[src/hw/core_settings.svh]
////////////////////////////////////////////////////////////////////////////
// Channelised arithmetic core
// Sizes of the datapath, program store and register banks, and host map
////////////////////////////////////////////////////////////////////////////

`ifndef CORE_SETTINGS_SVH
`define CORE_SETTINGS_SVH

`define CORE_DATA_WIDTH   32
`define CORE_PROG_DEPTH   64
`define CORE_CHANNELS     4
`define CORE_REGS_PER_CH  16
// Shortest instruction round, covers the read-after-write distance
`define CORE_MIN_ROUND    3

// Host address map
`define CORE_ADDR_WIDTH   12
`define CORE_ADDR_CTRL    12'h000
`define CORE_ADDR_NCH     12'h004
`define CORE_ADDR_PROG    12'h100
`define CORE_ADDR_REGS    12'h200

`endif

[src/hw/core_pkg.sv]
////////////////////////////////////////////////////////////////////////////
// Channelised arithmetic core types
// Opcodes, control states, pipeline records and AXI4-Lite bundles
////////////////////////////////////////////////////////////////////////////

`default_nettype none

`include "core_settings.svh"

package core_pkg;

    localparam int DATA_W  = `CORE_DATA_WIDTH;
    localparam int PC_W    = $clog2(`CORE_PROG_DEPTH);
    localparam int CH_W    = $clog2(`CORE_CHANNELS);
    localparam int REG_W   = $clog2(`CORE_REGS_PER_CH);
    localparam int RADDR_W = CH_W + REG_W;
    localparam int ADDR_W  = `CORE_ADDR_WIDTH;

    typedef enum logic [4:0] {
        OP_NOP, OP_LDI, OP_CHID, OP_ADD, OP_SUB, OP_MUL,
        OP_AND, OP_OR, OP_XOR, OP_SHL, OP_SHR, OP_STOP
    } opcode_e;

    typedef enum logic [1:0] {IDLE, RUN, DRAIN} ctrl_state_e;

    // Instruction word, opcode in the top bits
    typedef struct packed {
        opcode_e          opcode;
        logic [REG_W-1:0] dest;
        logic [REG_W-1:0] src_a;
        logic [REG_W-1:0] src_b;
        logic [14:0]      imm;
    } instr_t;

    typedef struct packed {
        logic            valid;
        logic [PC_W-1:0] pc;
        logic [CH_W-1:0] channel;
    } slot_t;

    typedef struct packed {
        logic             valid;
        opcode_e          opcode;
        logic [CH_W-1:0]  channel;
        logic [REG_W-1:0] dest;
        logic [14:0]      imm;
    } op_t;

    typedef struct packed {
        logic               valid;
        logic [RADDR_W-1:0] addr;
        logic [DATA_W-1:0]  data;
    } result_t;

    typedef struct packed {
        logic              awvalid;
        logic [ADDR_W-1:0] awaddr;
        logic              wvalid;
        logic [DATA_W-1:0] wdata;
        logic              bready;
        logic              arvalid;
        logic [ADDR_W-1:0] araddr;
        logic              rready;
    } axil_req_t;

    typedef struct packed {
        logic              awready;
        logic              wready;
        logic              bvalid;
        logic [1:0]        bresp;
        logic              arready;
        logic              rvalid;
        logic [DATA_W-1:0] rdata;
        logic [1:0]        rresp;
    } axil_rsp_t;

endpackage

`default_nettype wire

[src/hw/core_decoder.sv]
////////////////////////////////////////////////////////////////////////////
// Instruction decoder
// Aligns issue slots with fetched words, addresses the operand banks
// and registers the operation for the execution stage
////////////////////////////////////////////////////////////////////////////

`timescale 1ns/1ns
`default_nettype none

module core_decoder import core_pkg::*; (
    input  logic               clock,
    input  logic               rst_n,
    input  logic               start,
    input  slot_t              slot,
    input  instr_t             instr,
    output logic [RADDR_W-1:0] rd_addr_a,
    output logic [RADDR_W-1:0] rd_addr_b,
    output op_t                op,
    output logic               halt
);

    slot_t slot_q;
    logic  halted;
    logic  live;

    // A slot counts only until the first stop of the run
    assign live = slot_q.valid && !halted;
    assign halt = live && (instr.opcode == OP_STOP);

    // Operands come from the bank of the slot's channel
    assign rd_addr_a = {slot_q.channel, instr.src_a};
    assign rd_addr_b = {slot_q.channel, instr.src_b};

    always_ff @(posedge clock or negedge rst_n) begin
        if (!rst_n) begin
            slot_q <= '0;
            halted <= 1'b0;
            op     <= '0;
        end else begin
            slot_q <= slot;
            if (start) begin
                halted <= 1'b0;
            end else if (halt) begin
                halted <= 1'b1;
            end
            op.valid   <= live && (instr.opcode != OP_NOP) && (instr.opcode != OP_STOP);
            op.opcode  <= instr.opcode;
            op.channel <= slot_q.channel;
            op.dest    <= instr.dest;
            op.imm     <= instr.imm;
        end
    end

endmodule

`default_nettype wire

[config.mk]
export PLATFORM = sky130hd
export DESIGN_NAME = core_decoder
export DESIGN_NICKNAME = d
export VERILOG_FILES = /design/src/hw/core_pkg.sv /design/src/hw/core_decoder.sv
export VERILOG_INCLUDE_DIRS = /design/src /design/src/hw
export SDC_FILE = /design/constraint.sdc
export NUM_CORES = 1
export LEC_CHECK = 0
export BUFFER_PORTS_ARGS = -buffer_cell sky130_fd_sc_hd__buf_2
export CORE_ASPECT_RATIO = 1.5
export CORE_MARGIN = 2
export CORE_UTILIZATION = 32
export DETAILED_ROUTE_END_ITERATION = 12
export MAX_ROUTING_LAYER = met4
export PLACE_DENSITY_LB_ADDON = 0.1
export SYNTH_ARGS = -nofsm -noshare
export SYNTH_HDL_FRONTEND = slang
export SYNTH_SLANG_ARGS = --single-unit
[constraint.sdc]
create_clock -name clock -period 0.8 [get_ports clock]
set_clock_uncertainty 0.05 [all_clocks]
set_input_delay 0.04 -clock clock [delete_from_list [all_inputs] [get_ports clock]]
set_output_delay 0.04 -clock clock [all_outputs]
set_load 0.02 [all_outputs]
==> Word-level counts from Yosys, hierarchy flattened <==
Index checks and enable logic that the tools add are counted.
{ "totals": {"regBits": 31, "in_bits": 44, "output_inout_bits": 40} }
{ "classes": {"eq_ne": 2, "mux": 2, "reduce_logical": 7} }
{ "op_table": {"columns": ["operator", "count"], "rows": [
  ["5-bit by 4-bit equality test with 1-bit output (second input constant)", 1],
  ["5-bit by 4-bit inequality test with 1-bit output (second input constant)", 1],
  ["5-bit nonzero test", 1],
  ["1-bit logical AND", 4],
  ["1-bit 2-to-1 mux", 2],
  ["2-bit nonzero test", 1],
  ["1-bit zero test", 1]
]} }

==> Logic depth before layout (Yosys ltp) <==
{ "depth": {"ltp_word": 5, "depth_mapped": 3, "depth_no_buf": 3} }

==> Worst setup path before layout <==
Ideal clock, no wire load.
{ "synth_timing": {"path_type": "flip-flop to output port", "from": "register halted", "to": "output halt", "arrival_ps": 1184, "path_slack_ps": -474, "path_stages_with_launch": 3, "path_cell_list": "dfrtp_1 -> nand2b_1 -> nor4_1"} }
{ "synth_via": {"elab_chain_len": 3} }
{ "synth_rtl": {"columns": ["item", "line_no", "rtl"], "rows": [
  ["start, declared", "core_decoder.sv:23", "logic halted;"],
  ["start signal, assigned", "core_decoder.sv:37", "halted <= 1'b0;"],
  ["start signal, assigned", "core_decoder.sv:42", "halted <= 1'b0;"],
  ["start signal, assigned", "core_decoder.sv:44", "halted <= 1'b1;"],
  ["1-bit zero test", "core_decoder.sv:27", "assign live = slot_q.valid && !halted;"],
  ["1-bit logical AND", "core_decoder.sv:27", null],
  ["1-bit logical AND", "core_decoder.sv:28", "assign halt = live && (instr.opcode == OP_STOP);"],
  ["end, declared", "core_decoder.sv:19", "output logic halt"]
]} }
No other way between the ends.

==> Worst setup path in the final report <==
Ends and elaborated chain as after synthesis.

==> results.txt <==
Setup TNS Final -> -2.65 ns
Vias per cell -> 4.01
Min Tclk post-route -> 1.18 ns
Number of global-route vias before repair -> 701
Row cnt -> 23
# DRC -> 0
Outcome -> finished, violations left
Root Buffer -> clkbuf_8
Worst Max-Slew Pin Slew -> 0.216 ns
Finished Cell Area -> 0.00181 mm²
Yosys warns -> 0
Family with the most delay on the worst path -> flip-flops
Global-route wire length before repair -> 3.20 mm
Max FO, Critical Path -> 2
CTS tree -> yes
VDD IR max -> 1230 µV
Final worst setup slack -> -0.378 ns
Starting DRT DRC Count -> 6
Grt total ovfl -> 0
CP peak stage delay -> 0.37 ns
Pleak -> 0.885 nW
Core area -> 0.00271 mm²
Clock latency on the worst-skew pair -> 0.27 ns
Post-Syn Area -> 920 µm²
Period utilization -> 147%
Final #Nets -> 186
Hold Vio Cnt, Final -> 0
Max-slew violations -> 0
Post-layout power -> 3.41 mW
Top cells by area, synth -> dfrtp_1 84%, buf_4 9.8%, and3_2 0.82%, nor2_1 0.82%, a31oi_1 0.68%
IO Port Bufs -> 61
First-pass DRT Iterations -> 4
RSZ-0062 raised after global routing -> yes
H-Tree Depth -> 2
Post-synth top cells -> 31 x dfrtp_1, 12 x buf_4, 2 x nor2_1
Critical path's slowest cell -> dfrtp_1
Reg clk slew, reported paths -> 0.06 ns
Initial antenna violation count -> 0
Routed Wire Length -> 2.02 mm
Crit path buf inv count -> 1
Async S/R FF share, synth -> 100%
Clock sinks -> 31
Die Width -> 47.8 µm
Crit-path cells -> nand2b_4 > nor4_4 > buf_4
Yosys top cell area share -> 84.4%
Synthesized flop and latch total -> 31
Max-slew headroom -> 85.6%
Setup CP Type -> register to output pin
Number of max-cap violations -> 0
PwrDens -> 1890 mW/mm²
F_max -> 849 MHz
Largest net degree at the start of global routing -> 18
Number of flops mapped to enable cells by yosys -> 0
Unique masters post-synth -> 11
Synthesis-to-finish area growth -> 96.6%
Vias -> 717
Syn nets -> 97
IO Pins -> 84
Placed cell area -> 0.00121 mm²
Post-Syn Instances -> 53
Avg WL per Cell -> 11.3 µm
CP required -> 0.71 ns
Avg Cell Area, Syn -> 17.4 µm²
Final-report setup violation count -> 33
Initial Utilization -> 34.0%
Layout cells sized above 1 -> 52.8%
Antenna Violating Nets Remaining -> 0
CTS Buffer Depth -> 2
Register area share after synthesis -> 84.4%
Hold Crit Class -> primary input to output pin
Count leader, synth -> dfrtp_1
Post-DP HPWL -> 1.31 mm
Most area-hungry cell type in the Yosys netlist -> dfrtp_1
RD Place Congestion -> 0.687
Startpoint Class -> register
Die Height -> 69.7 µm
Top FF cell, synth -> dfrtp_1
Worst setup EP type -> output pin
Arrival time worst endpoint -> 1.09 ns
Inserted Diodes -> 0
Total CTS buffers -> 5
Failing checks -> setup timing
Die ar. -> 0.00333 mm²
All-Layer GR Usage -> 14.5%
## path summary, 6_finish.rpt
path / start / end / slack [ns] / cells past startpoint
min: instr[20] / rd_addr_a[1] / 0.03 / 0
min in group asynchronous: rst_n / op[12] / 0.19 / 3
min reg2reg: rd_addr_a[4] / op[19] / 0.39 / 0
max reg2reg: halted / halted / -0.06 / 3
max: halted / halt / -0.38 / 3
max in group asynchronous: rst_n / op[20] / 0.31 / 3
## flip-flops by register name, summed over array words and instances (netlist names)
signal	count
op	27
rd_addr_a	2
slot_q	1
halted	1
## logic make-up after synthesis
kind of cell,after synthesis,synth area share [%]
flops,31,84.4
buf+inv,12,9.80
simple gates,8,4.63
compound gates,2,1.22
## per-stage QoR
stage                     cells  hold WS, ns  utilization, %  setup WS [ns]
after floorplan              53       -0.306               -         -0.166
after detailed placement    141      -0.0571            44.8         -0.230
after CTS                   179       0.0301            66.8         -0.397
after global placement      141      -0.0495            44.8         -0.221
after global routing        179       0.0300            66.8         -0.436
final                       179       0.0300            66.8         -0.378
## power breakdown
part	internal (mW)	switching, mW	total (mW)
Combinational	0.311	0.222	0.533
Sequential	1.65	0.0403	1.69
Clock	0.673	0.515	1.19
Total	2.63	0.778	3.41
## worst reg2reg max path, cell delays in order, from the launching register on
cell	delay [ns]
dfrtp_1	0.37
buf_4	0.13
a31oi_1	0.13
nor2_1	0.07
## layer usage
layer / vias up / share of wire (%) / global-route usage [%]
met4: 0 / 2.3 / 7.51
met2: 43 / 54 / 21.5
met3: 8 / 9.3 / 6.77
met5: - / 0 / -
met1: 333 / 35 / 15.6
li1: 333 / - / -
## final cells by class
type / instances / area (µm²)
fillers: 230 / 897
multi-input cells: 10 / 76.3
clock inverters: 1 / 5.00
well taps: 37 / 46.3
clock buffers: 6 / 82.6
repair buffers: 94 / 822
flip-flops and latches: 31 / 776
## cells in the final DEF, fill, tap and decap left out, drive strengths merged
cell type,Yosys,routed
and3,1,1
buf,12,65
nor2,2,2
dlygate4sd3,0,29
a21oi,1,1
clkbuf,0,6
nand2,1,1
clkinv,0,1
or3,1,1
dfrtp,31,31
a31oi,1,1
nor4,1,1
nand2b,1,1
nand3,1,1
## what timing repair did
action                                 CTS  global route
resized for setup                       64             0
endpoints found under the hold margin   59             0
pin swaps                                1             1
setup endpoints to repair               33            34
buffers inserted                         2             1
hold buffers                            29             0
Note: power is estimated with default switching activity, not from simulation.
