===== src/hw/core_settings.svh =====
////////////////////////////////////////////////////////////////////////////
// Channelised arithmetic core
// Sizes of the datapath, program store and register banks, and host map
////////////////////////////////////////////////////////////////////////////

`ifndef CORE_SETTINGS_SVH
`define CORE_SETTINGS_SVH

`define CORE_DATA_WIDTH   32
`define CORE_PROG_DEPTH   64
`define CORE_CHANNELS     4
`define CORE_REGS_PER_CH  16
// Shortest instruction round, covers the read-after-write distance
`define CORE_MIN_ROUND    3

// Host address map
`define CORE_ADDR_WIDTH   12
`define CORE_ADDR_CTRL    12'h000
`define CORE_ADDR_NCH     12'h004
`define CORE_ADDR_PROG    12'h100
`define CORE_ADDR_REGS    12'h200

`endif


===== src/hw/core_pkg.sv =====
////////////////////////////////////////////////////////////////////////////
// Channelised arithmetic core types
// Opcodes, control states, pipeline records and AXI4-Lite bundles
////////////////////////////////////////////////////////////////////////////

`default_nettype none

`include "core_settings.svh"

package core_pkg;

    localparam int DATA_W  = `CORE_DATA_WIDTH;
    localparam int PC_W    = $clog2(`CORE_PROG_DEPTH);
    localparam int CH_W    = $clog2(`CORE_CHANNELS);
    localparam int REG_W   = $clog2(`CORE_REGS_PER_CH);
    localparam int RADDR_W = CH_W + REG_W;
    localparam int ADDR_W  = `CORE_ADDR_WIDTH;

    typedef enum logic [4:0] {
        OP_NOP, OP_LDI, OP_CHID, OP_ADD, OP_SUB, OP_MUL,
        OP_AND, OP_OR, OP_XOR, OP_SHL, OP_SHR, OP_STOP
    } opcode_e;

    typedef enum logic [1:0] {IDLE, RUN, DRAIN} ctrl_state_e;

    // Instruction word, opcode in the top bits
    typedef struct packed {
        opcode_e          opcode;
        logic [REG_W-1:0] dest;
        logic [REG_W-1:0] src_a;
        logic [REG_W-1:0] src_b;
        logic [14:0]      imm;
    } instr_t;

    typedef struct packed {
        logic            valid;
        logic [PC_W-1:0] pc;
        logic [CH_W-1:0] channel;
    } slot_t;

    typedef struct packed {
        logic             valid;
        opcode_e          opcode;
        logic [CH_W-1:0]  channel;
        logic [REG_W-1:0] dest;
        logic [14:0]      imm;
    } op_t;

    typedef struct packed {
        logic               valid;
        logic [RADDR_W-1:0] addr;
        logic [DATA_W-1:0]  data;
    } result_t;

    typedef struct packed {
        logic              awvalid;
        logic [ADDR_W-1:0] awaddr;
        logic              wvalid;
        logic [DATA_W-1:0] wdata;
        logic              bready;
        logic              arvalid;
        logic [ADDR_W-1:0] araddr;
        logic              rready;
    } axil_req_t;

    typedef struct packed {
        logic              awready;
        logic              wready;
        logic              bvalid;
        logic [1:0]        bresp;
        logic              arready;
        logic              rvalid;
        logic [DATA_W-1:0] rdata;
        logic [1:0]        rresp;
    } axil_rsp_t;

endpackage

`default_nettype wire


===== src/hw/core_alu.sv =====
////////////////////////////////////////////////////////////////////////////
// Integer execution stage
// One registered stage turning an operation into a register write-back
////////////////////////////////////////////////////////////////////////////

`timescale 1ns/1ns
`default_nettype none

module core_alu import core_pkg::*; (
    input  logic              clock,
    input  logic              rst_n,
    input  op_t               op,
    input  logic [DATA_W-1:0] opnd_a,
    input  logic [DATA_W-1:0] opnd_b,
    output result_t           result
);

    always_ff @(posedge clock or negedge rst_n) begin
        if (!rst_n) begin
            result <= '0;
        end else begin
            result.valid <= op.valid;
            result.addr  <= {op.channel, op.dest};
            case (op.opcode)
                OP_LDI:  result.data <= DATA_W'(op.imm);
                OP_CHID: result.data <= DATA_W'(op.channel);
                OP_ADD:  result.data <= opnd_a + opnd_b;
                OP_SUB:  result.data <= opnd_a - opnd_b;
                // Low half of the product only
                OP_MUL:  result.data <= opnd_a * opnd_b;
                OP_AND:  result.data <= opnd_a & opnd_b;
                OP_OR:   result.data <= opnd_a | opnd_b;
                OP_XOR:  result.data <= opnd_a ^ opnd_b;
                OP_SHL:  result.data <= opnd_a << opnd_b[4:0];
                OP_SHR:  result.data <= opnd_a >> opnd_b[4:0];
                default: result.data <= '0;
            endcase
        end
    end

endmodule

`default_nettype wire


===== config.mk =====
export PLATFORM = sky130hd
export DESIGN_NAME = core_alu
export DESIGN_NICKNAME = d
export VERILOG_FILES = /design/src/hw/core_pkg.sv /design/src/hw/core_alu.sv
export VERILOG_INCLUDE_DIRS = /design/src /design/src/hw
export SDC_FILE = /design/constraint.sdc
export NUM_CORES = 2
export LEC_CHECK = 0
export BUFFER_PORTS_ARGS = -buffer_cell sky130_fd_sc_hd__buf_2
export CAP_MARGIN = 20
export CORE_MARGIN = 10
export CORE_UTILIZATION = 30
export CTS_BUF_LIST = sky130_fd_sc_hd__clkbuf_8
export DETAILED_ROUTE_END_ITERATION = 7
export GPL_TIMING_DRIVEN = 0
export PLACE_DENSITY_LB_ADDON = 0.25
export SLEW_MARGIN = 20
export SYNTH_ARGS = -nofsm -noshare
export SYNTH_HDL_FRONTEND = slang
export SYNTH_SLANG_ARGS = --single-unit

===== constraint.sdc =====
create_clock -name clock -period 0.8 [get_ports clock]
set_clock_uncertainty 0.05 [all_clocks]
set_input_delay 0.08 -clock clock [delete_from_list [all_inputs] [get_ports clock]]
set_output_delay 0.08 -clock clock [all_outputs]
set_load 0.01 [all_outputs]

# == After elaboration in Yosys (flattened, before gate mapping) ==
# Index checks and enable logic that the tools add are counted.
# Widths: inputs -> output; s select.
# word_totals
memories,0
ramBits,0
mem_bits_ro,0
out_inout_bits,39
ff_bits,39
latch_bits,0
# classes
multipliers,1
n_eq_ne,10
reduce_logical,0
div_mod_pow,0
bitwise,3
muxes,1
n_shift,2
addsub,2
order_cmp,0
# ops
op,count
$pmux 32 s10,1
$add 32x32->32,1
$and 32x32->32,1
$mul 32x32->32,1
$or 32x32->32,1
$shl 32x5->32,1
$shr 32x5->32,1
$sub 32x32->32,1
$xor 32x32->32,1
$eq 5x3->1 const B,4
$eq 5x4->1 const B,3
$eq 5x2->1 const B,2
$eq 5x1->1 const B,1

# == Longest topological paths before layout ==
# depth
depth_word,2
ltp_mapped,30
ltp_nobuf,25

# == Least setup slack after synthesis ==
# OpenSTA, ideal clock, no wires.
# synth_path
kind,input -> register
from,in opnd_b[2]
to,reg result[30] (netlist name)
path_slack_ns,-7.647
cell_stages,28
setup_ns,0.138
n_path_buf,5
arrival_ns,8.259
path_cell_list,clkbuf_1 -> clkinv_1 -> buf_1 -> clkbuf_1 -> buf_1 -> nor2_1 -> fa_1 -> inv_1 -> fa_1 -> fa_1 -> fa_1 -> inv_1 -> fa_1 -> inv_1 -> fa_1 -> inv_1 -> fa_1 -> fa_1 -> ha_1 -> clkbuf_1 -> o21ai_0 -> a21oi_1 -> a221o_1 -> a2111oi_2 -> nor2_1 -> a2111oi_1 -> mux2_2 -> or4_1
# synth_via
elab_chain_cells,2
elab_cells_between_ends,6
classes_between,add/sub (2); mul (1); shift (2); mux (1)
# synth_rtl
element,line,source
start: declaration,core_alu.sv:14,"input logic [DATA_W-1:0] opnd_b,"
"$mul 32x32->32, or another cell as far along",core_alu.sv:30,OP_MUL: result.data <= opnd_a * opnd_b;
$pmux 32 s10 (*),core_alu.sv:24,case (op.opcode)
end: declaration,core_alu.sv:15,output result_t result
# Every way passes the cells marked *; elsewhere a longest branch is shown, timed or not.

# == Worst setup path after layout ==
# Ends and elaborated chain as after synthesis.

==> flow_summary_export.csv <==
group,metric,value,unit
run_status,status,"complete, but fails checks",
run_status,violations,"negative hold slack, negative setup slack",
floorplan,rows,103,
sta,holdWs,-0.147,ns
placement,hpwl,101000,um
pwr,p_per_area,4500,nW/um^2
drt,drt_pass1_iterations,6,
placement,dp_cells,4001,
critical_path,endpoint,"result[30]$_DFF_PN0_",
cts,cts_root_buf,"clkbuf_8",
sta,finalSetupViolations,71,
finish,largest_register_ffs,39,
placement,gp_congestion,1.06,
finish,nNetsFinal,3794,
flow_run,maxCapViolCount,0,
grt,grt_max_degree,40,
finish,fin_util,38.5,%
drt,drtIter0Drc,3195,
pwr,switchingPower,73.0,mW
pwr,ir_drop,4710,uV
placement,io_buffers,130,
pwr,leakage,13.9,nW
drt,drt-vias-per-instance,5.70,
finish,largest_register,"result",
drt,antenna_left,0,
pwr,pwr-share-comb,96.9,%
cts,hold_buffers,7,
finish,fin_cells,4127,
drt,wl,130000,um
synthesis,synth.yosys.seq_area_share,4.12,%
placement,post-place-ws,-8.89,ns
cts,cts_tree,"yes",
finish,ff_latch_area,976,um^2
synthesis,synth.top_cell.area_share,34.6,%
grt,gr-usage-all-layers,28.1,%
finish,drive_gt1_share,24.0,%
synthesis,synth_area_per_cell,8.40,um^2
sta,hold_viol,39,
synthesis,synthCells,2821,
cts,cts.sinks,39,
critical_path,arrival,7.50,ns
grt,antenna_found_initial,7,
synthesis,syn-cell-area,23700,um^2
critical_path,end_kind,"flop",
critical_path,worstPathMaxFanout,8,
sta,fin_ws,-6.56,ns
floorplan,core,78600,um^2
sta,fin_crit,7.36,ns
cts,clockBufferDepth,2,
pwr,p_total,136,mW
sta,fmax,136,MHz
finish,synthToLayoutAreaGrowth,27.7,%
synthesis,synth-edff-count,0,
pwr,pwr-share-seq,1.8,%
synthesis,synth-seq-cells,39,
cts,cts_buffers,5,
sta,worst_pin_slew,1.14,ns
synthesis,synthDistinctLibCells,76,
drt,vias,23515,
grt,grt_pass1_vias,23499,
pwr,switching_share,53.6,%
synthesis,synth_top_cell_by_area,"fa_1",
sta,rsz0062_at_grt,"true",
cts,path_clk_slew,0.10,ns
grt,gr-total-overflow,0,
finish,multi_input_area,22000,um^2
floorplan,dieArea,90600,um^2
critical_path,critPathLaunchType,"input pin",
floorplan,die_h,301,um
synthesis,syn_nets,3543,
drt,remaining_drc_errors,0,
synthesis,synth_ff_type,"dfrtp_1",
sta,slew_viol_final,0,
worst_hold_path,hold_path.class,"in -> async",
critical_path,worstPathRequired,0.94,ns
drt,wire_per_inst,31.5,um
synthesis,synthArstFlopShare,100,%
sta,post-route-period-util,920,%
synthesis,synth.top_cells.by_area,"fa_1, ha_1, nor2_1",
pwr,clkPwrFrac,1.4,%
finish,largestRegisters,"result (39)",
synthesis,ys.warnings.count,0,
grt,grt_pass1_wl,180000,um
pwr,p_int,63.1,mW
cts,htreeDepth,2,
floorplan,io_pins,132,
critical_path,path_class,"in -> reg",
floorplan,start_util,30.1,%
critical_path,cp-startpoint,"opnd_b[2]",
floorplan,die_x,301,um
sta,relSlewSlack,24.0,%
finish,fill_cells,8122,
==> placed cells by master, fill, tap and decap left out, types with 15 or more instances in the layout <==
cell | Yosys | layout
nor2_1 | 458 | 414
inv_1 | 436 | 412
fa_1 | 409 | 393
nand2_1 | 280 | 272
ha_1 | 220 | 175
buf_4 | 0 | 101
buf_2 | 14 | 97
xnor2_1 | 102 | 91
a21oi_1 | 88 | 69
o21ai_0 | 87 | 64
mux4_2 | 58 | 58
buf_6 | 0 | 51
ha_4 | 0 | 42
mux2i_1 | 45 | 39
dfrtp_1 | 39 | 39
buf_12 | 0 | 29
nor2_2 | 0 | 29
nor3_1 | 36 | 29
clkbuf_16 | 0 | 27
clkbuf_8 | 0 | 27
o211ai_1 | 24 | 24
clkbuf_2 | 0 | 23
xor2_1 | 27 | 23
inv_2 | 6 | 20
clkbuf_4 | 0 | 20
clkbuf_1 | 126 | 20
a22oi_1 | 20 | 20
buf_8 | 0 | 16
nand3_1 | 17 | 16
a221oi_1 | 22 | 16
fa_2 | 0 | 16
nor2_4 | 0 | 15
a21o_1 | 15 | 15
==> synthesized netlist by cell type (27+ instances only) <==
master    number
a21oi_1       88
buf_1         32
clkbuf_1     126
dfrtp_1       39
fa_1         409
ha_1         220
inv_1        436
mux2i_1       45
mux4_2        58
nand2_1      280
nor2_1       458
nor3_1        36
o21ai_0       87
xnor2_1      102
xor2_1        27
==> power by group through the flow <==
stage / combinational (mW) / clock [mW] / sequential (mW)
5_1_grt: 138 / 1.98 / 2.43
3_3_place_gp: 89.7 / 0 / 2.36
4_1_cts: 117 / 1.93 / 2.39
6_report: 132 / 1.86 / 2.40
2_1_floorplan: 77.9 / 0 / 2.75
3_5_place_dp: 90.4 / 0 / 2.36
==> how the worst min path moves through the flow <==
stage | startpoint | to | slack (ns) | cells after the start
after global routing | rst_n | result[12]$_DFF_PN0_ | -0.07 | 1
after CTS | rst_n | result[34]$_DFF_PN0_ | -0.12 | 1
after detailed placement | op[18] | result[35]$_DFF_PN0_ | 0.14 | 1
final | rst_n | result[18]$_DFF_PN0_ | -0.15 | 1
after global placement | op[18] | result[35]$_DFF_PN0_ | 0.14 | 1
after floorplan | rst_n | result[0]$_DFF_PN0_ | -0.27 | 0
==> logic make-up (layout without fill, tap and decap cells) <==
kind of cell / count (synthesis) / in the layout / share of synthesized area, %
multiplexers: 113 / 113 / 7.89
AO/OA/AOI/OAI: 397 / 397 / 11.5
flip-flops: 39 / 39 / 4.12
buffers and inverters: 628 / 880 / 10.0
AND/OR/NAND/NOR: 885 / 885 / 15.4
other: 0 / 4 / 0
adder cells (fa/ha/maj): 629 / 629 / 46.2
XOR/XNOR: 130 / 130 / 4.86
==> per-layer routing <==
metal  share of wire (%)  global-route usage (%)
met1                  39                    37.1
met2                  42                    40.9
met3                  13                    9.01
met4                 6.4                    13.9
met5              0.0069                       0
==> per-stage QoR <==
step / cell area [um^2] / setup TNS [ns]
after floorplan: 24400 / -148.17
after global placement: 26400 / -224.99
after detailed placement: 26400 / -227.22
after CTS: 29300 / -164.07
after global routing: 30300 / -168.04
final: 30300 / -164.14
==> worst max-delay path, cell delays in order <==
cell and delay (ns):
buf_8 0.10, clkbuf_16 0.15, clkinv_8 0.05, buf_12 0.09, clkbuf_16 0.15, buf_4 0.15
clkbuf_16 0.17, nor2_4 0.04, fa_1 0.50, inv_2 0.04, fa_1 0.53, fa_1 0.46
fa_1 0.53, inv_2 0.05, ha_4 0.26, ha_4 0.19, fa_2 0.56, fa_1 0.46
ha_4 0.19, or3_4 0.41, buf_6 0.15, o221ai_4 0.21, o31ai_4 0.16, a2111oi_4 0.45
nor2_4 0.09, a2111oi_4 0.43, mux2_4 0.38, or4_4 0.42
==> cell type report <==
cell class              count  area share [%]
diodes                      4          0.0331
plain buffers             170            6.73
clock buffers               6           0.273
clock inverters             2           0.116
inverters                 456            6.11
multi-input cells        2154            72.6
flip-flops and latches     39            3.22
well taps                1050            4.34
repair buffers            246            6.58
==> what timing repair did <==
item | CTS | global route
endpoints found under the setup margin | 71 | 71
buffers inserted | 71 | 38
hold endpoints to repair | 46 | 39
pin swaps | 122 | 105
gates resized for setup | 524 | 159
(Power assumes the default switching activity.)
