$ cat src/hw/core_settings.svh
////////////////////////////////////////////////////////////////////////////
// Channelised arithmetic core
// Sizes of the datapath, program store and register banks, and host map
////////////////////////////////////////////////////////////////////////////

`ifndef CORE_SETTINGS_SVH
`define CORE_SETTINGS_SVH

`define CORE_DATA_WIDTH   32
`define CORE_PROG_DEPTH   64
`define CORE_CHANNELS     4
`define CORE_REGS_PER_CH  16
// Shortest instruction round, covers the read-after-write distance
`define CORE_MIN_ROUND    3

// Host address map
`define CORE_ADDR_WIDTH   12
`define CORE_ADDR_CTRL    12'h000
`define CORE_ADDR_NCH     12'h004
`define CORE_ADDR_PROG    12'h100
`define CORE_ADDR_REGS    12'h200

`endif

$ cat src/hw/core_pkg.sv
////////////////////////////////////////////////////////////////////////////
// Channelised arithmetic core types
// Opcodes, control states, pipeline records and AXI4-Lite bundles
////////////////////////////////////////////////////////////////////////////

`default_nettype none

`include "core_settings.svh"

package core_pkg;

    localparam int DATA_W  = `CORE_DATA_WIDTH;
    localparam int PC_W    = $clog2(`CORE_PROG_DEPTH);
    localparam int CH_W    = $clog2(`CORE_CHANNELS);
    localparam int REG_W   = $clog2(`CORE_REGS_PER_CH);
    localparam int RADDR_W = CH_W + REG_W;
    localparam int ADDR_W  = `CORE_ADDR_WIDTH;

    typedef enum logic [4:0] {
        OP_NOP, OP_LDI, OP_CHID, OP_ADD, OP_SUB, OP_MUL,
        OP_AND, OP_OR, OP_XOR, OP_SHL, OP_SHR, OP_STOP
    } opcode_e;

    typedef enum logic [1:0] {IDLE, RUN, DRAIN} ctrl_state_e;

    // Instruction word, opcode in the top bits
    typedef struct packed {
        opcode_e          opcode;
        logic [REG_W-1:0] dest;
        logic [REG_W-1:0] src_a;
        logic [REG_W-1:0] src_b;
        logic [14:0]      imm;
    } instr_t;

    typedef struct packed {
        logic            valid;
        logic [PC_W-1:0] pc;
        logic [CH_W-1:0] channel;
    } slot_t;

    typedef struct packed {
        logic             valid;
        opcode_e          opcode;
        logic [CH_W-1:0]  channel;
        logic [REG_W-1:0] dest;
        logic [14:0]      imm;
    } op_t;

    typedef struct packed {
        logic               valid;
        logic [RADDR_W-1:0] addr;
        logic [DATA_W-1:0]  data;
    } result_t;

    typedef struct packed {
        logic              awvalid;
        logic [ADDR_W-1:0] awaddr;
        logic              wvalid;
        logic [DATA_W-1:0] wdata;
        logic              bready;
        logic              arvalid;
        logic [ADDR_W-1:0] araddr;
        logic              rready;
    } axil_req_t;

    typedef struct packed {
        logic              awready;
        logic              wready;
        logic              bvalid;
        logic [1:0]        bresp;
        logic              arready;
        logic              rvalid;
        logic [DATA_W-1:0] rdata;
        logic [1:0]        rresp;
    } axil_rsp_t;

endpackage

`default_nettype wire

$ cat src/hw/core_host_port.sv
////////////////////////////////////////////////////////////////////////////
// AXI4-Lite host port
// Program store, run control, channel count and register readback
////////////////////////////////////////////////////////////////////////////

`timescale 1ns/1ns
`default_nettype none

`include "core_settings.svh"

module core_host_port import core_pkg::*; (
    input  logic               clock,
    input  logic               rst_n,
    input  axil_req_t          axil_req,
    output axil_rsp_t          axil_rsp,
    input  slot_t              slot,
    output instr_t             instr,
    output logic               start,
    output logic [1:0]         nch_m1,
    input  logic               busy,
    input  logic               done,
    output logic [RADDR_W-1:0] reg_addr,
    input  logic [DATA_W-1:0]  reg_data
);

    localparam logic [ADDR_W-1:0] PROG_END = `CORE_ADDR_PROG + 4 * `CORE_PROG_DEPTH;
    localparam logic [ADDR_W-1:0] REGS_END = `CORE_ADDR_REGS +
                                             4 * `CORE_CHANNELS * `CORE_REGS_PER_CH;

    instr_t             prog [`CORE_PROG_DEPTH];
    logic               wr_fire;
    logic               rd_fire;
    logic               rd_is_reg;
    logic               rd_is_reg_q;
    logic [DATA_W-1:0]  rd_value;
    logic [DATA_W-1:0]  rdata_q;
    logic [RADDR_W-1:0] reg_addr_q;

    assign wr_fire   = axil_req.awvalid && axil_req.wvalid && !axil_rsp.bvalid;
    assign rd_fire   = axil_req.arvalid && !axil_rsp.rvalid;
    assign rd_is_reg = (axil_req.araddr >= `CORE_ADDR_REGS) && (axil_req.araddr < REGS_END);

    assign axil_rsp.awready = wr_fire;
    assign axil_rsp.wready  = wr_fire;
    assign axil_rsp.bresp   = 2'b00;
    assign axil_rsp.arready = rd_fire;
    assign axil_rsp.rresp   = 2'b00;
    assign axil_rsp.rdata   = rd_is_reg_q ? reg_data : rdata_q;

    // Hold the register address while a read response waits for rready
    assign reg_addr = axil_rsp.rvalid ? reg_addr_q : axil_req.araddr[RADDR_W+1:2];

    always_comb begin
        rd_value = '0;
        if (axil_req.araddr == `CORE_ADDR_CTRL) begin
            rd_value = DATA_W'({done, busy});
        end else if (axil_req.araddr == `CORE_ADDR_NCH) begin
            rd_value = DATA_W'(nch_m1);
        end
    end

    ////////////////////////////////////////////////////////////////////////////
    // Handshake and control registers
    ////////////////////////////////////////////////////////////////////////////

    always_ff @(posedge clock or negedge rst_n) begin
        if (!rst_n) begin
            axil_rsp.bvalid <= 1'b0;
            axil_rsp.rvalid <= 1'b0;
            rd_is_reg_q     <= 1'b0;
            start           <= 1'b0;
            nch_m1          <= 2'd0;
        end else begin
            if (wr_fire) begin
                axil_rsp.bvalid <= 1'b1;
            end else if (axil_req.bready) begin
                axil_rsp.bvalid <= 1'b0;
            end
            if (rd_fire) begin
                axil_rsp.rvalid <= 1'b1;
                rd_is_reg_q     <= rd_is_reg;
            end else if (axil_req.rready) begin
                axil_rsp.rvalid <= 1'b0;
            end
            // A start while a run is in progress is dropped
            start <= wr_fire && (axil_req.awaddr == `CORE_ADDR_CTRL) &&
                     axil_req.wdata[0] && !busy;
            if (wr_fire && (axil_req.awaddr == `CORE_ADDR_NCH)) begin
                nch_m1 <= axil_req.wdata[1:0];
            end
        end
    end

    ////////////////////////////////////////////////////////////////////////////
    // Program store and read data
    ////////////////////////////////////////////////////////////////////////////

    always_ff @(posedge clock) begin
        if (wr_fire && (axil_req.awaddr >= `CORE_ADDR_PROG) && (axil_req.awaddr < PROG_END)) begin
            prog[axil_req.awaddr[PC_W+1:2]] <= instr_t'(axil_req.wdata);
        end
        if (slot.valid) begin
            instr <= prog[slot.pc];
        end
        if (rd_fire) begin
            rdata_q    <= rd_value;
            reg_addr_q <= axil_req.araddr[RADDR_W+1:2];
        end
    end

endmodule

`default_nettype wire

$ cat config.mk
export PLATFORM = sky130hd
export DESIGN_NAME = core_host_port
export DESIGN_NICKNAME = d
export VERILOG_FILES = /design/src/hw/core_pkg.sv /design/src/hw/core_host_port.sv
export VERILOG_INCLUDE_DIRS = /design/src /design/src/hw
export SDC_FILE = /design/constraint.sdc
export NUM_CORES = 2
export LEC_CHECK = 0
export BUFFER_PORTS_ARGS = -buffer_cell sky130_fd_sc_hd__buf_2
export CORE_ASPECT_RATIO = 0.6
export CORE_MARGIN = 5
export CORE_UTILIZATION = 45
export CTS_CLUSTER_DIAMETER = 30
export DETAILED_ROUTE_END_ITERATION = 8
export HOLD_SLACK_MARGIN = 0.05
export PLACE_DENSITY = 0.65
export REMOVE_ABC_BUFFERS = 1
export SKIP_LAST_GASP = 1
export SYNTH_ARGS = -nofsm -noshare
export SYNTH_HDL_FRONTEND = slang
export SYNTH_SLANG_ARGS = --single-unit
$ cat constraint.sdc
create_clock -name clock -period 3.9 [get_ports clock]
set_input_delay 0 -clock clock [delete_from_list [all_inputs] [get_ports clock]]
set_output_delay 0 -clock clock [all_outputs]
set_load 0.03 [all_outputs]
After elaboration in Yosys (flattened, before gate mapping)
Memories as Yosys holds them, arrays and structs flattened. A register that Yosys moved wholly into a read port is not among the register bits.
Cells that the tools add are included.
- muxes and demuxes: 10
- eq/ne operators: 2
- reduce and logical (&&, ||, !) cells: 17
- $lt $le $gt $ge: 4
- operators by type and width (operator ; number):
    32-bit two-way mux ; 1
    12-bit by 3-bit == test with 1-bit output, second input constant ; 2
    12-bit logical NOT ; 2
    12-bit by 10-bit < comparator with 1-bit output, second input constant ; 2
    12-bit by 10-bit greater-or-equal comparator with 1-bit output, second input constant ; 1
    12-bit by 9-bit greater-or-equal comparator with 1-bit output, second input constant ; 1
    1-bit logical AND ; 10
    1-bit two-way mux ; 6
    6-bit two-way mux ; 1
    2-bit two-way mux ; 2
    2-bit nonzero test ; 2
    1-bit logical NOT ; 3
- output and inout port bits: 82
- bits of input ports: 106
- memories: 1
- register bits after elaboration: 44
- bits in writable memories: 2048
- logic and storage cells: 42
- memories (memory ; depth ; bits a word ; read ports ; clocked after Yosys merged registers in ; write ports ; RTL line ; RTL):
    prog ; 64 ; 32 ; 1 ; 1 ; 1 ; core_host_port.sv:30 ; instr_t prog [`CORE_PROG_DEPTH];

Longest topological paths before layout
- word-level depth: 6
- mapped depth: 9
- mapped depth without buffers: 5

Worst setup path before layout
OpenSTA, ideal clock, no wires.
- kind: register to register
- start: register axil_rsp[38] (netlist name)
- end: memory prog[51][0] (netlist name), enable pin
- stages on the path, launching flop included: 7
- path slack: 0.351 ns
- arrival time: 3.128 ns
- data required time: 3.479 ns
- clock period less this slack: 3.549 ns
- cell sequence: dfrtp_1 nand3b_1 nor4_2 nand3_1 or3b_2 clkbuf_1 nor2_1
- cells in the longest elaborated chain, start to end: 6
- RTL lines (what ; RTL line ; RTL):
    from (decl) ; core_host_port.sv:15 ; output axil_rsp_t axil_rsp,
    1-bit logical NOT ; core_host_port.sv:39 ; assign wr_fire = axil_req.awvalid && axil_req.wvalid && !axil_rsp.bvalid;
    1-bit logical AND ; core_host_port.sv:39 ;
    1-bit logical AND (2 in a row) ; core_host_port.sv:99 ; if (wr_fire && (axil_req.awaddr >= `CORE_ADDR_PROG) && (axil_req.awaddr < PROG_END)) begin
    1-bit two-way mux ; core_host_port.sv:99 ;
    1-bit two-way mux (not written as such) ; core_host_port.sv:100 ; prog[axil_req.awaddr[PC_W+1:2]] <= instr_t'(axil_req.wdata);
    to (decl) ; core_host_port.sv:30 ;
Every way passes these cells.

Final worst setup path
- start: register axil_rsp[38] (netlist name)
- end: memory prog[44][22] (netlist name), enable pin
The elaborated chain is that of the path after synthesis.

==> summary.txt <==
Floorplanning
  – Chip Height: 337 µm
  – I/O pins: 188
  – Die area: 187000 µm²
  – Die X: 555 µm
  – FP Rows: 120
  – Core ar.: 178000 µm²
  – Initial Util: 0.451

Timing
  – Setup TNS: 0 ns
  – Final worst-path setup slack: 0.639 ns
  – Fin crit period: 3.26 ns
  – Relative slew slack: 0.161
  – Setup Skew: 0.0551 ns
  – RSZ-0062 raised after global routing: false
  – Worst Max-Slew Pin Slew: 1.26 ns
  – Fin. max-slew vios: 0
  – Final setup vio count: 0
  – Fin crit share: 0.836
  – Final hold vios: 0
  – Fmax: 307 MHz

Detailed routing
  – Initial DRC count: 5179
  – DR pass1 iterations: 5
  – ANT nets after route: 0
  – Vias: 40200
  – Routed Wire Length: 201000 µm
  – DRC Markers: 0
  – Via density: 5.97
  – Avg WL per Cell: 29.9 µm

Global route
  – Total track usage: 0.213
  – Vias in the first global route: 39500
  – Pin count of the biggest net entering global routing: 105
  – GRT overflow: 0
  – First-pass GRT wire length: 287000 µm
  – Initial antenna violation count: 7

Place
  – Placed inst area: 85600 µm²
  – Detailed Place HPWL: 119000 µm
  – Port bufs: 181
  – Setup WS pre-CTS: 0.789 ns
  – Placer Congestion: 0.822
  – Post-placement cell count: 6185

Synthesis
  – Post-synthesis mux area share: 0.150
  – Adder-cell area share of the yosys netlist: 0
  – Synthesized flop and latch total: 2094
  – EDFF count, synth: 2088
  – Asr flop ratio synth: 0.00287
  – Largest family of logic cells by synthesized area: multiplexers
  – Synth cell types: 44
  – Post-synthesis area per instance: 21.9 µm²
  – Post-Synth XOR/XNOR Area: 0
  – Top cells by area in the synthesized netlist: edfxtp_1 (78%), mux4_2 (12%), mux2i_1 (2.5%)
  – Cell count after synthesis: 3661
  – Synth top area share: 0.781
  – Simple-Gate Fraction of Synth Area: 0.0224
  – Register area share after synthesis: 0.783
  – Area fraction in compound gates after synthesis: 0.0282
  – Post-synth top cells: edfxtp_1 (2088), mux4_2 (424), mux2i_1 (199)
  – Dominant cell by count in the synthesized netlist: edfxtp_1
  – Yosys top cell by area: edfxtp_1
  – Synth Flop Type: edfxtp_1
  – Synth Warn #: 0
  – Post-Syn Area: 80300 µm²

Power
  – P per Cell Area: 542 nW/µm²
  – Total Power: 0.0516 W
  – Max VDD drop: 0.000390 V
  – Leak Pwr: 30.5 nW

CTS
  – Clock Latency Late Sink: 0.82 ns
  – TritonCTS Buffers: 267
  – H-tree Lvls: 5
  – Clock root buffer: clkbuf_16
  – CTS clk-pin slew, worst paths: 0.06 ns
  – CTS tree: done
  – CTS Buffer Depth: 4
  – TritonCTS Sinks: 2094

Final layout
  – Post-route cell area: 95200 µm²
  – Final non-filler cell total: 6738
  – Area Growth Syn to Fin: 18.6%
  – Layout cells sized above 1: 0.309
  – Final Net Count: 4256

Hold path
  – Hold Path Class: input port to flop
  – Hold Path Origin: slot[5]
  – Hold Path Stages: 4

Critical path
  – Crit Path Max Fanout: 25
  – R2R depth: 7
  – CP required: 4.39 ns
  – Worst Setup SP: axil_rsp[38]
  – RR Startpoint: axil_rsp[38]
  – Crit. End Element: flop
  – WS Path Type: flop to flop
  – Arr. time, crit path: 3.75 ns
  – Startpoint Class: flop

Run
  – Max Cap Viol: 0

Run status
  – Outcome: complete, no violations
==> per-stage QoR <==
| step | utilization | hold WS [ns] |
|---|---|---|
| global route | 0.535 | 0.110 |
| CTS | 0.535 | 0.0514 |
| finish | 0.535 | 0.125 |
| detailed placement | 0.481 | -0.0666 |
| floorplan | - | -0.296 |
| global placement | 0.481 | -0.0706 |
==> cells in the final DEF, fill, tap and decap left out, types with 29 or more instances in the layout <==
cell type and n:
a21oi_1 31, a22oi_1 70, and2_1 31, buf_12 59
buf_2 177, buf_4 127, clkbuf_16 270, dlygate4sd3_1 75
edfxtp_1 2088, inv_6 42, mux2_2 48, mux2i_1 199
mux4_2 424, nand2_1 69, nand3_1 32, nor2_4 66
nor2b_1 29, o21ai_0 46, o221ai_1 43, o22ai_1 42
==> critical path: stages (launching register included) <==
cell	delay, ns
dfrtp_1	0.38
nand3b_1	0.48
nor4_2	0.41
and3b_1	0.28
nand3b_1	0.13
dlygate4sd3_1	0.63
nor2_4	0.32
buf_12	0.28
==> final timing paths <==
kind	to	slack [ns]
worst max-delay path	prog[44][22]	0.64
worst min-delay path	instr[6]	0.12
max in group asynchronous	axil_rsp[38]	3.03
worst max register to register	prog[44][22]	0.64
worst min register to register	nch_m1[0]	0.54
min in group asynchronous	axil_rsp[34]	0.36
==> layer usage <==
| metal | track usage | part of all wire | vias to the layer above | wire length [µm] |
|---|---|---|---|---|
| met2 | 0.293 | 0.42 | 2218 | 85500 |
| met4 | 0.0574 | 0.025 | 4 | 4990 |
| li1 | - | - | 16500 | - |
| met3 | 0.0575 | 0.11 | 324 | 22100 |
| met5 | 0 | 0.00017 | - | 34 |
| met1 | 0.333 | 0.44 | 21200 | 88700 |
==> sequential cells by signal, summed over array words and instances (netlist names) <==
signal / flops
axil_rsp: 2
instr: 32
nch_m1: 2
prog: 2048
rd_is_reg_q: 1
rdata_q: 2
reg_addr_q: 6
start: 1
==> where the power goes <==
| part | switching, W | internal (W) | leakage, nW |
|---|---|---|---|
| Combinational | 0.00153 | 0.000834 | 7.37 |
| Clock | 0.00976 | 0.0146 | 4.27 |
| Sequential | 0.0000369 | 0.0248 | 18.9 |
| Total | 0.0113 | 0.0402 | 30.5 |
==> final cells by class <==
type	count	area (µm²)
Tap cell	2379	2980
Clock buffer	296	6850
Antenna cell	4	10.0
Fill cell	13400	82700
Timing Repair Buffer	442	3830
Sequential cell	2094	62900
Clock inverter	178	2000
Multi-Input combinational cell	1342	16700
Inverter	3	11.3
==> logic make-up (layout without fill, tap and decap cells) <==
family | count (synthesis) | after routing
multiplexers | 671 | 671
flip-flops | 2094 | 2094
AO/OA/AOI/OAI | 318 | 318
buffers and inverters | 228 | 919
other | 1 | 8
AND/OR/NAND/NOR | 349 | 349
==> what timing repair did <==
action	in CTS	in global routing
endpoints found under the hold margin	1951	0
hold buffers	75	0
buffers inserted	0	0
resized for setup	0	0
(Power assumes the default switching activity.)
