<file path="config.mk">
export PLATFORM = sky130hd
export DESIGN_NAME = core_control
export DESIGN_NICKNAME = d
export VERILOG_FILES = /design/src/hw/core_pkg.sv /design/src/hw/core_control.sv
export VERILOG_INCLUDE_DIRS = /design/src /design/src/hw
export SDC_FILE = /design/constraint.sdc
export NUM_CORES = 1
export LEC_CHECK = 0
export BUFFER_PORTS_ARGS = -buffer_cell sky130_fd_sc_hd__buf_2
export CORE_MARGIN = 4
export CORE_UTILIZATION = 50
export DETAILED_ROUTE_END_ITERATION = 10
export MAX_ROUTING_LAYER = met4
export PLACE_DENSITY = 0.82
export REMOVE_ABC_BUFFERS = 1
export SYNTH_ARGS = -nofsm -noshare
export SYNTH_HDL_FRONTEND = slang
export SYNTH_SLANG_ARGS = --single-unit
</file>
<file path="constraint.sdc">
create_clock -name clock -period 1.9 [get_ports clock]
set_input_delay 0.19 -clock clock [delete_from_list [all_inputs] [get_ports clock]]
set_output_delay 0.19 -clock clock [all_outputs]
set_load 0.05 [all_outputs]
</file>
<file path="src/hw/core_settings.svh">
////////////////////////////////////////////////////////////////////////////
// Channelised arithmetic core
// Sizes of the datapath, program store and register banks, and host map
////////////////////////////////////////////////////////////////////////////

`ifndef CORE_SETTINGS_SVH
`define CORE_SETTINGS_SVH

`define CORE_DATA_WIDTH   32
`define CORE_PROG_DEPTH   64
`define CORE_CHANNELS     4
`define CORE_REGS_PER_CH  16
// Shortest instruction round, covers the read-after-write distance
`define CORE_MIN_ROUND    3

// Host address map
`define CORE_ADDR_WIDTH   12
`define CORE_ADDR_CTRL    12'h000
`define CORE_ADDR_NCH     12'h004
`define CORE_ADDR_PROG    12'h100
`define CORE_ADDR_REGS    12'h200

`endif

</file>
<file path="src/hw/core_pkg.sv">
////////////////////////////////////////////////////////////////////////////
// Channelised arithmetic core types
// Opcodes, control states, pipeline records and AXI4-Lite bundles
////////////////////////////////////////////////////////////////////////////

`default_nettype none

`include "core_settings.svh"

package core_pkg;

    localparam int DATA_W  = `CORE_DATA_WIDTH;
    localparam int PC_W    = $clog2(`CORE_PROG_DEPTH);
    localparam int CH_W    = $clog2(`CORE_CHANNELS);
    localparam int REG_W   = $clog2(`CORE_REGS_PER_CH);
    localparam int RADDR_W = CH_W + REG_W;
    localparam int ADDR_W  = `CORE_ADDR_WIDTH;

    typedef enum logic [4:0] {
        OP_NOP, OP_LDI, OP_CHID, OP_ADD, OP_SUB, OP_MUL,
        OP_AND, OP_OR, OP_XOR, OP_SHL, OP_SHR, OP_STOP
    } opcode_e;

    typedef enum logic [1:0] {IDLE, RUN, DRAIN} ctrl_state_e;

    // Instruction word, opcode in the top bits
    typedef struct packed {
        opcode_e          opcode;
        logic [REG_W-1:0] dest;
        logic [REG_W-1:0] src_a;
        logic [REG_W-1:0] src_b;
        logic [14:0]      imm;
    } instr_t;

    typedef struct packed {
        logic            valid;
        logic [PC_W-1:0] pc;
        logic [CH_W-1:0] channel;
    } slot_t;

    typedef struct packed {
        logic             valid;
        opcode_e          opcode;
        logic [CH_W-1:0]  channel;
        logic [REG_W-1:0] dest;
        logic [14:0]      imm;
    } op_t;

    typedef struct packed {
        logic               valid;
        logic [RADDR_W-1:0] addr;
        logic [DATA_W-1:0]  data;
    } result_t;

    typedef struct packed {
        logic              awvalid;
        logic [ADDR_W-1:0] awaddr;
        logic              wvalid;
        logic [DATA_W-1:0] wdata;
        logic              bready;
        logic              arvalid;
        logic [ADDR_W-1:0] araddr;
        logic              rready;
    } axil_req_t;

    typedef struct packed {
        logic              awready;
        logic              wready;
        logic              bvalid;
        logic [1:0]        bresp;
        logic              arready;
        logic              rvalid;
        logic [DATA_W-1:0] rdata;
        logic [1:0]        rresp;
    } axil_rsp_t;

endpackage

`default_nettype wire

</file>
<file path="src/hw/core_control.sv">
////////////////////////////////////////////////////////////////////////////
// Core control unit
// Sequences the program counter over all active channels, pads short
// rounds, drains the pipeline after a stop and flags completion
////////////////////////////////////////////////////////////////////////////

`timescale 1ns/1ns
`default_nettype none

`include "core_settings.svh"

module core_control import core_pkg::*; (
    input  logic        clock,
    input  logic        rst_n,
    input  logic        start,
    input  logic [1:0]  nch_m1,
    input  logic        halt,
    output slot_t       slot,
    output logic        busy,
    output logic        done
);

    localparam int ROUND_MAX    = (`CORE_CHANNELS > `CORE_MIN_ROUND) ?
                                  `CORE_CHANNELS : `CORE_MIN_ROUND;
    localparam int CYC_W        = $clog2(ROUND_MAX);
    localparam int DRAIN_CYCLES = 2;
    localparam int DRAIN_W      = $clog2(DRAIN_CYCLES);

    ctrl_state_e        state;
    logic [PC_W-1:0]    pc;
    logic [CYC_W-1:0]   cyc;
    logic [CYC_W-1:0]   last_cyc;
    logic [DRAIN_W-1:0] drain_cnt;

    // Round length is the channel count, but never below the minimum round
    assign last_cyc = (CYC_W'(nch_m1) > CYC_W'(`CORE_MIN_ROUND - 1)) ?
                      CYC_W'(nch_m1) : CYC_W'(`CORE_MIN_ROUND - 1);

    assign busy = (state != IDLE);

    always_ff @(posedge clock or negedge rst_n) begin
        if (!rst_n) begin
            state     <= IDLE;
            pc        <= '0;
            cyc       <= '0;
            drain_cnt <= '0;
            slot      <= '0;
            done      <= 1'b0;
        end else begin
            case (state)
                IDLE: begin
                    slot.valid <= 1'b0;
                    if (start) begin
                        state <= RUN;
                        pc    <= '0;
                        cyc   <= '0;
                        done  <= 1'b0;
                    end
                end
                RUN: begin
                    if (halt) begin
                        state      <= DRAIN;
                        slot.valid <= 1'b0;
                        drain_cnt  <= '0;
                    end else begin
                        // Slots past the last channel are padding
                        slot.valid   <= (cyc <= CYC_W'(nch_m1));
                        slot.pc      <= pc;
                        slot.channel <= CH_W'(cyc);
                        if (cyc == last_cyc) begin
                            cyc <= '0;
                            pc  <= pc + 1'b1;
                        end else begin
                            cyc <= cyc + 1'b1;
                        end
                    end
                end
                DRAIN: begin
                    slot.valid <= 1'b0;
                    if (drain_cnt == DRAIN_W'(DRAIN_CYCLES - 1)) begin
                        state <= IDLE;
                        done  <= 1'b1;
                    end else begin
                        drain_cnt <= drain_cnt + 1'b1;
                    end
                end
                default: state <= IDLE;
            endcase
        end
    end

endmodule

`default_nettype wire

</file>
==> Word level (Yosys, flattened, before mapping) <==
Cells that the tools add are included.
{ "op_classes": {"magnitude_cmp": 2, "eq_ne": 8, "bitwise": 1, "mux": 21, "n_addsub": 3, "n_reduce_logical": 13} }
{ "ops": {"columns": ["cell", "n"], "rows": [
  ["6-bit two-way mux", 3],
  ["2-bit two-way mux", 7],
  ["6-bit one-hot mux with 2 select lines", 1],
  ["2-bit inequality test (second input constant)", 5],
  ["2-bit nonzero test", 5],
  ["3-bit AND reduction", 3],
  ["6-bit by 1-bit adder with 6-bit output (second input constant)", 1],
  ["1-bit one-hot mux with 2 select lines", 3],
  ["2-bit one-hot mux with 3 select lines", 1],
  ["1-bit two-way mux", 5],
  ["2-bit one-hot mux with 2 select lines", 1],
  ["2-bit AND reduction", 2],
  ["4-bit AND reduction", 1],
  ["2-bit by 1-bit adder with 2-bit output (second input constant)", 1],
  ["2-bit by 1-bit == test with 1-bit output (second input constant)", 1],
  ["2-bit == test", 1],
  ["2-bit == test (second input constant)", 1],
  ["2-bit > comparator (second input constant)", 1],
  ["2-bit less-or-equal comparator", 1],
  ["2-bit zero test", 1],
  ["2-bit OR reduction", 1],
  ["1-bit adder (second input constant)", 1],
  ["1-bit inverter", 1]
]} }
{ "word_totals": {"inputBits": 6, "elab_cells": 56, "reg_bits": 21, "out_inout_bits": 11} }

==> Depth between registers and ports, before layout <==
Gate-level depths: netlist (run 1).
{ "depth": {"word_depth": 6, "depth_mapped": 6, "depth_no_buf": 6} }

==> Worst setup path before layout (run 1) <==
Ideal clock, no wire load.
{ "synth_timing": {"path_kind": "flip-flop to flip-flop", "start": "register cyc[1]", "end": "register slot[8] (netlist name)", "required_ps": 1823, "path_stages_with_launch": 6, "setup_slack_ps": 480, "synth_period_minus_slack_ps": 1420, "t_arrival_ps": 1342, "setup_ps": 77, "path_buffers": 0, "cell_sequence": "dfrtp_1 > ha_1 > nor2b_1 > a2bb2oi_1 > or3_1 > a21oi_1"} }
{ "synth_between": {"elab_chain_cells": 3} }
{ "synth_rtl": {"columns": ["element", "line", "source"], "rows": [
  ["from (decl)", "core_control.sv:31", "logic [CYC_W-1:0] cyc;"],
  ["from (signal assigned)", "core_control.sv:74", "cyc <= cyc + 1'b1;"],
  ["2-bit less-or-equal comparator", "core_control.sv:67", "slot.valid <= (cyc <= CYC_W'(nch_m1));"],
  ["1-bit two-way mux", "core_control.sv:61", "if (halt) begin"],
  ["1-bit one-hot mux with 2 select lines", "core_control.sv:50", "case (state)"],
  ["to (decl)", "core_control.sv:18", "output slot_t slot,"]
]} }
Every way passes these cells.
A chain may end at the register's enable or synchronous reset.

==> Worst setup path after layout (run 1) <==
Same ends and word-level chain as after synthesis.

==> results of run 1 <==
power by group through the flow:
| stage | combinational (mW) | sequential, mW | clock (mW) |
|---|---|---|---|
| floorplan | 0.411 | 0.917 | 0 |
| global placement | 0.805 | 0.709 | 0 |
| detailed placement | 0.818 | 0.721 | 0 |
| CTS | 0.822 | 0.711 | 0.225 |
| finish | 0.814 | 0.709 | 0.210 |
| global route | 0.891 | 0.735 | 0.245 |
layer usage:
metal	share of wire (%)	routed length, um	vias up
met4	3.3	63	0
met2	46	888	23
met3	5.3	103	6
met1	45	875	352
met5	0	0	-
li1	-	-	386
cells in the mapped netlist (2+ instances only):
cell      number
nand3_1        6
nor2_1         3
a21oi_1       10
nand2b_1       2
ha_1           3
nand2_1       10
inv_1          6
dfrtp_1       21
o21a_1         3
mux2_2         7
and3_1         2
o21ai_0        6
kinds of logic (layout without fill, tap and decap cells):
group	after synthesis	count (layout)	share of synthesized area, %
AND/OR/NAND/NOR	31	31	16.95
buffers and inverters	9	29	4.053
AO/OA/AOI/OAI	25	25	14.99
multiplexers	8	8	8.723
adder cells (fa/ha/maj)	3	3	3.686
flip-flops	21	21	51.60
flip-flops by register name, summed over array words and instances (netlist names):
| signal | cells |
|---|---|
| slot | 9 |
| pc | 6 |
| cyc | 2 |
| state | 2 |
| done | 1 |
| drain_cnt | 1 |
tightest hold or removal path: stages:
cell and delay, ns:
buf_2 0.13, nand2_1 0.08, o21ai_0 0.07
repair_timing:
item                      in CTS  in global routing
hold endpoints to repair      21                  0
buffers inserted               0                  0
gates resized for setup        0                  0
hold buffers                   1                  0
metrics by stage:
stage / worst slack [ns] / instances / util, % / cell area, um2 / hold WS (ns)
global route: 0.2517 / 144 / 59.86 / 1162 / 0.2106
global placement: 0.4124 / 139 / 57.93 / 1125 / 0.1626
CTS: 0.3280 / 144 / 59.86 / 1162 / 0.1939
floorplan: 0.4604 / 95 / - / 1003 / -0.1056
finish: 0.3380 / 144 / 59.86 / 1162 / 0.2068
detailed placement: 0.3555 / 139 / 57.93 / 1125 / 0.1705
area by class of cell:
cell class / count / area [um2]
fill: 196 / 779.5
sequential: 21 / 525.5
multi-input combinational: 67 / 451.7
timing repair buffer: 18 / 97.59
tap: 27 / 33.78
inverter: 7 / 26.28
clock buffer: 3 / 22.52
clock inverter: 1 / 5.005
final timing paths:
| kind | endpoint | slack [ns] | depth (start not counted) |
|---|---|---|---|
| worst max-delay path | slot[8] | 0.34 | 5 |
| worst min-delay path | state[1] | 0.21 | 3 |
| worst max register to register | slot[8] | 0.34 | 5 |
| worst min register to register | pc[5] | 0.51 | 1 |
| max in group asynchronous | slot[6] | 1.24 | 2 |
| min in group asynchronous | slot[0] | 0.35 | 2 |
==> metrics.txt, run 1 <==
status complete, no violations; met3 Usage GRT 4.507%; CTS tree done; Leak 0.5877 nW; slowest CP cell dfrtp_1; CP cell instances ha_1 > nor2b_1 > a2bb2oi_1 > or3_1 > a21oi_1; Worst Tran Pin Value 0.4456 ns; achievable clock frequency 640.2 MHz; share of layout cells above drive strength 1 28.21%; post-synth top area cell dfrtp_1; EDFF count, synth 0; largest net degree at the start of global routing 22; delay-heaviest family, CP flip-flops; commonest non-fill, non-tap cell in the layout dfrtp_1; Net Sw Power 808.5 uW; Sw Ratio 46.65%; vias per std cell 5.326; Min Clock Period, post-route 1.562 ns; n_diodes 0; origin of the critical flop-to-flop path cyc[1]; DRC Markers 0; Worst setup startpoint cyc[1]; fin crit share 82.21%; area share of the largest cell type after synthesis 51.60%; FF+latch count, synth 21; Hold Startpoint halt; Mapped Cells 97; commonest non-fill, non-tap cells in the layout dfrtp_1 (21), buf_2 (16), nand2_1 (10), a21oi_1 (10), mux2_2 (7); Worst slew margin 70.29%; Max VDD drop 0.0007562 V; CP Class reg2reg; Distinct cells, synth 30; Most Used Layer, Global Route met2; Overflow after GRT 0; GRT Total Usage 17.07%; met2 usage 25.00%; Crit. End Element flip-flop; area delta synth->final 14.13%; Arr. time, crit path 1.79 ns; # port buffers 16; power density over the cells 1491 nW/um2; clock-pin slew on the worst setup and hold paths 0.11 ns; drt pass-1 iters 4; Cell Int Power 924.6 uW; Sequential Power Share 40.9%; CTS Buffer Depth 2; drt wl/cell 13.40 um; WP buf/inv 0; top_reg_cell synth dfrtp_1; Die Width 53.13 um; clk sinks 21; final hold vios 0; Mapped Area 1018 um2; GR Layer Usage met1 21.08%; Routed WL 1.929 mm; Post-Syn Area per Cell 10.50 um2; First DRT Iteration DRCs 20; Die H 53.13 um; Setup TNS 0 ns; fin. max-slew vios 0; RSZ-0062 raised after global routing false; count of final setup violators 0; IO Count 17; post-synthesis sequential area ratio 51.60%; Nets 127; HPWL Detailed 1.433 mm; CTS Buf Count 3; Initial Util 52.45%; core region area 1942 um2; Max FO, Critical Path 7; vias in the first global route 718; clock share of power 12.1%; H-Tree Level Count 1; Rows 16; Yosys Warn Count 0; Placer Congestion 0.8626; Final Skew 0.0008648 ns; CP peak stage delay 0.47 ns; max cap viols 0; share of total power in combinational logic 47.0%; Synth area leaders dfrtp_1 (52%), mux2_2 (7.7%), a21oi_1 (4.9%); initial antenna violation count 0; root buf cell clkbuf_4; critical path required time 2.13 ns; Clock Latency Late Sink 0.30 ns; CP startpoint kind flip-flop; Tot Pwr 1.733 mW; DRT antenna net count 0; min-delay worst type in2reg; DIE AREA 2823 um2; ys async rst share 100.0%; first-pass GRT wire length 3.263 mm; DR vias 767
Power figures use the tool's default switching activity.
==> inputs of run 2 (changes only) <==
==> constraint.sdc (replaced) <==
create_clock -name clock -period 1.45 [get_ports clock]
set_input_delay 0.145 -clock clock [delete_from_list [all_inputs] [get_ports clock]]
set_output_delay 0.145 -clock clock [all_outputs]
set_load 0.05 [all_outputs]
==> metrics.txt, run 2 (synthesis gave the netlist of run 1 again) <==
status complete, no violations; area delta synth->final 22.48%; vias in the first global route 814; Overflow after GRT 0; fin. max-slew vios 0; Most Used Layer, Global Route met2; n_diodes 0; RSZ-0062 raised after global routing true; DRC Markers 0; min-delay worst type in2reg; DRT antenna net count 0; max cap viols 0; Nets 134; critical path required time 1.69 ns; clock-pin slew on the worst setup and hold paths 0.11 ns; Min Clock Period, post-route 1.418 ns; Die Width 53.13 um; First DRT Iteration DRCs 6; Tot Pwr 2.460 mW; reg2reg setup slack 0.03 ns; drt wl/cell 13.44 um; first-pass GRT wire length 3.456 mm; max reg flops 9; Worst Tran Pin Value 0.4568 ns; CP Class reg2reg; Clock Latency Late Sink 0.30 ns; clk sinks 21; DIE AREA 2823 um2; IO Count 17; Placer Congestion 0.8099; Max FO, Critical Path 2; Die H 53.13 um; largest net degree at the start of global routing 22; drt pass-1 iters 4; vias per std cell 5.364; initial antenna violation count 0; DR vias 810; Crit. End Element flip-flop; met3 Usage GRT 3.944%; CTS Buffer Depth 2; final hold vios 0; achievable clock frequency 705.4 MHz; Top reg by flops slot; met2 usage 28.31%; core region area 1942 um2; HPWL Detailed 1.469 mm; final setup margin 0.03240 ns; Setup TNS 0 ns; Max VDD drop 0.0009712 V; GR Layer Usage met1 20.61%; pre-CTS setup slack -0.004643 ns; biggest regs slot x9, pc x6; commonest non-fill, non-tap cell in the layout dfrtp_1; Arr. time, crit path 1.66 ns; worst hold margin 0.1486 ns; fin crit share 97.77%; commonest non-fill, non-tap cells in the layout dfrtp_1 (20), buf_2 (15), nand2_1 (10); # port buffers 16; H-Tree Level Count 1; CTS Buf Count 3; root buf cell clkbuf_4; Routed WL 2.029 mm; CTS tree done; Rows 16; Final Skew 0.002794 ns; Leak 0.6222 nW; count of final setup violators 0; share of layout cells above drive strength 1 35.48%; CP startpoint kind flip-flop; Initial Util 52.45%; Worst slew margin 69.54%; power density over the cells 1972 nW/um2; GRT Total Usage 17.22%
-- run 2: routing by layer --
| layer | wire [um] | vias to the layer above |
|---|---|---|
| li1 | - | 396 |
| met1 | 897 | 392 |
| met2 | 1003 | 17 |
| met3 | 94 | 5 |
| met4 | 34 | 0 |
| met5 | 0 | - |
-- run 2: cell type report --
| type | instances | area (um2) |
|---|---|---|
| tap | 27 | 33.78 |
| timing repair buffer | 25 | 152.6 |
| inverter | 7 | 26.28 |
| sequential | 21 | 526.8 |
| multi-input combinational | 67 | 481.7 |
| clock buffer | 4 | 26.28 |
| fill | 167 | 694.4 |
-- run 2: power by group --
part / switching, mW / internal [mW] / total, mW
Sequential: 0.142 / 0.758 / 0.901
Clock: 0.172 / 0.107 / 0.280
Combinational: 0.795 / 0.484 / 1.28
Total: 1.11 / 1.35 / 2.46
-- run 2: final timing paths --
check | to | cells past startpoint | startpoint
max | slot[8] | 5 | cyc[1]
min | state[1] | 3 | halt
max reg2reg | slot[8] | 5 | cyc[1]
min reg2reg | slot[6] | 1 | slot[6]
max in group asynchronous | state[1] | 2 | rst_n
min in group asynchronous | slot[8] | 2 | rst_n
-- run 2: stage by stage --
stage / util (%) / instances / instance area (um2)
3_5_place_dp: 59.86 / 144 / 1162
3_3_place_gp: 59.86 / 144 / 1162
6_report: 64.24 / 151 / 1247
4_1_cts: 62.37 / 150 / 1211
2_1_floorplan: - / 95 / 1003
5_1_grt: 64.24 / 151 / 1247
-- run 2: worst max-delay path: stages, from the launching register on --
cell,delay [ns]
dfrtp_1,0.42
ha_4,0.22
nor2b_1,0.12
a2bb2oi_1,0.12
or3_1,0.33
a21oi_2,0.15
-- run 2: timing repair --
action | CTS | global route
setup endpoints to repair | 3 | 4
setup buffers | 1 | 1
resized for setup | 2 | 6
hold endpoints to repair | 21 | 0
hold buffers | 1 | 0
pin swaps | 1 | 1
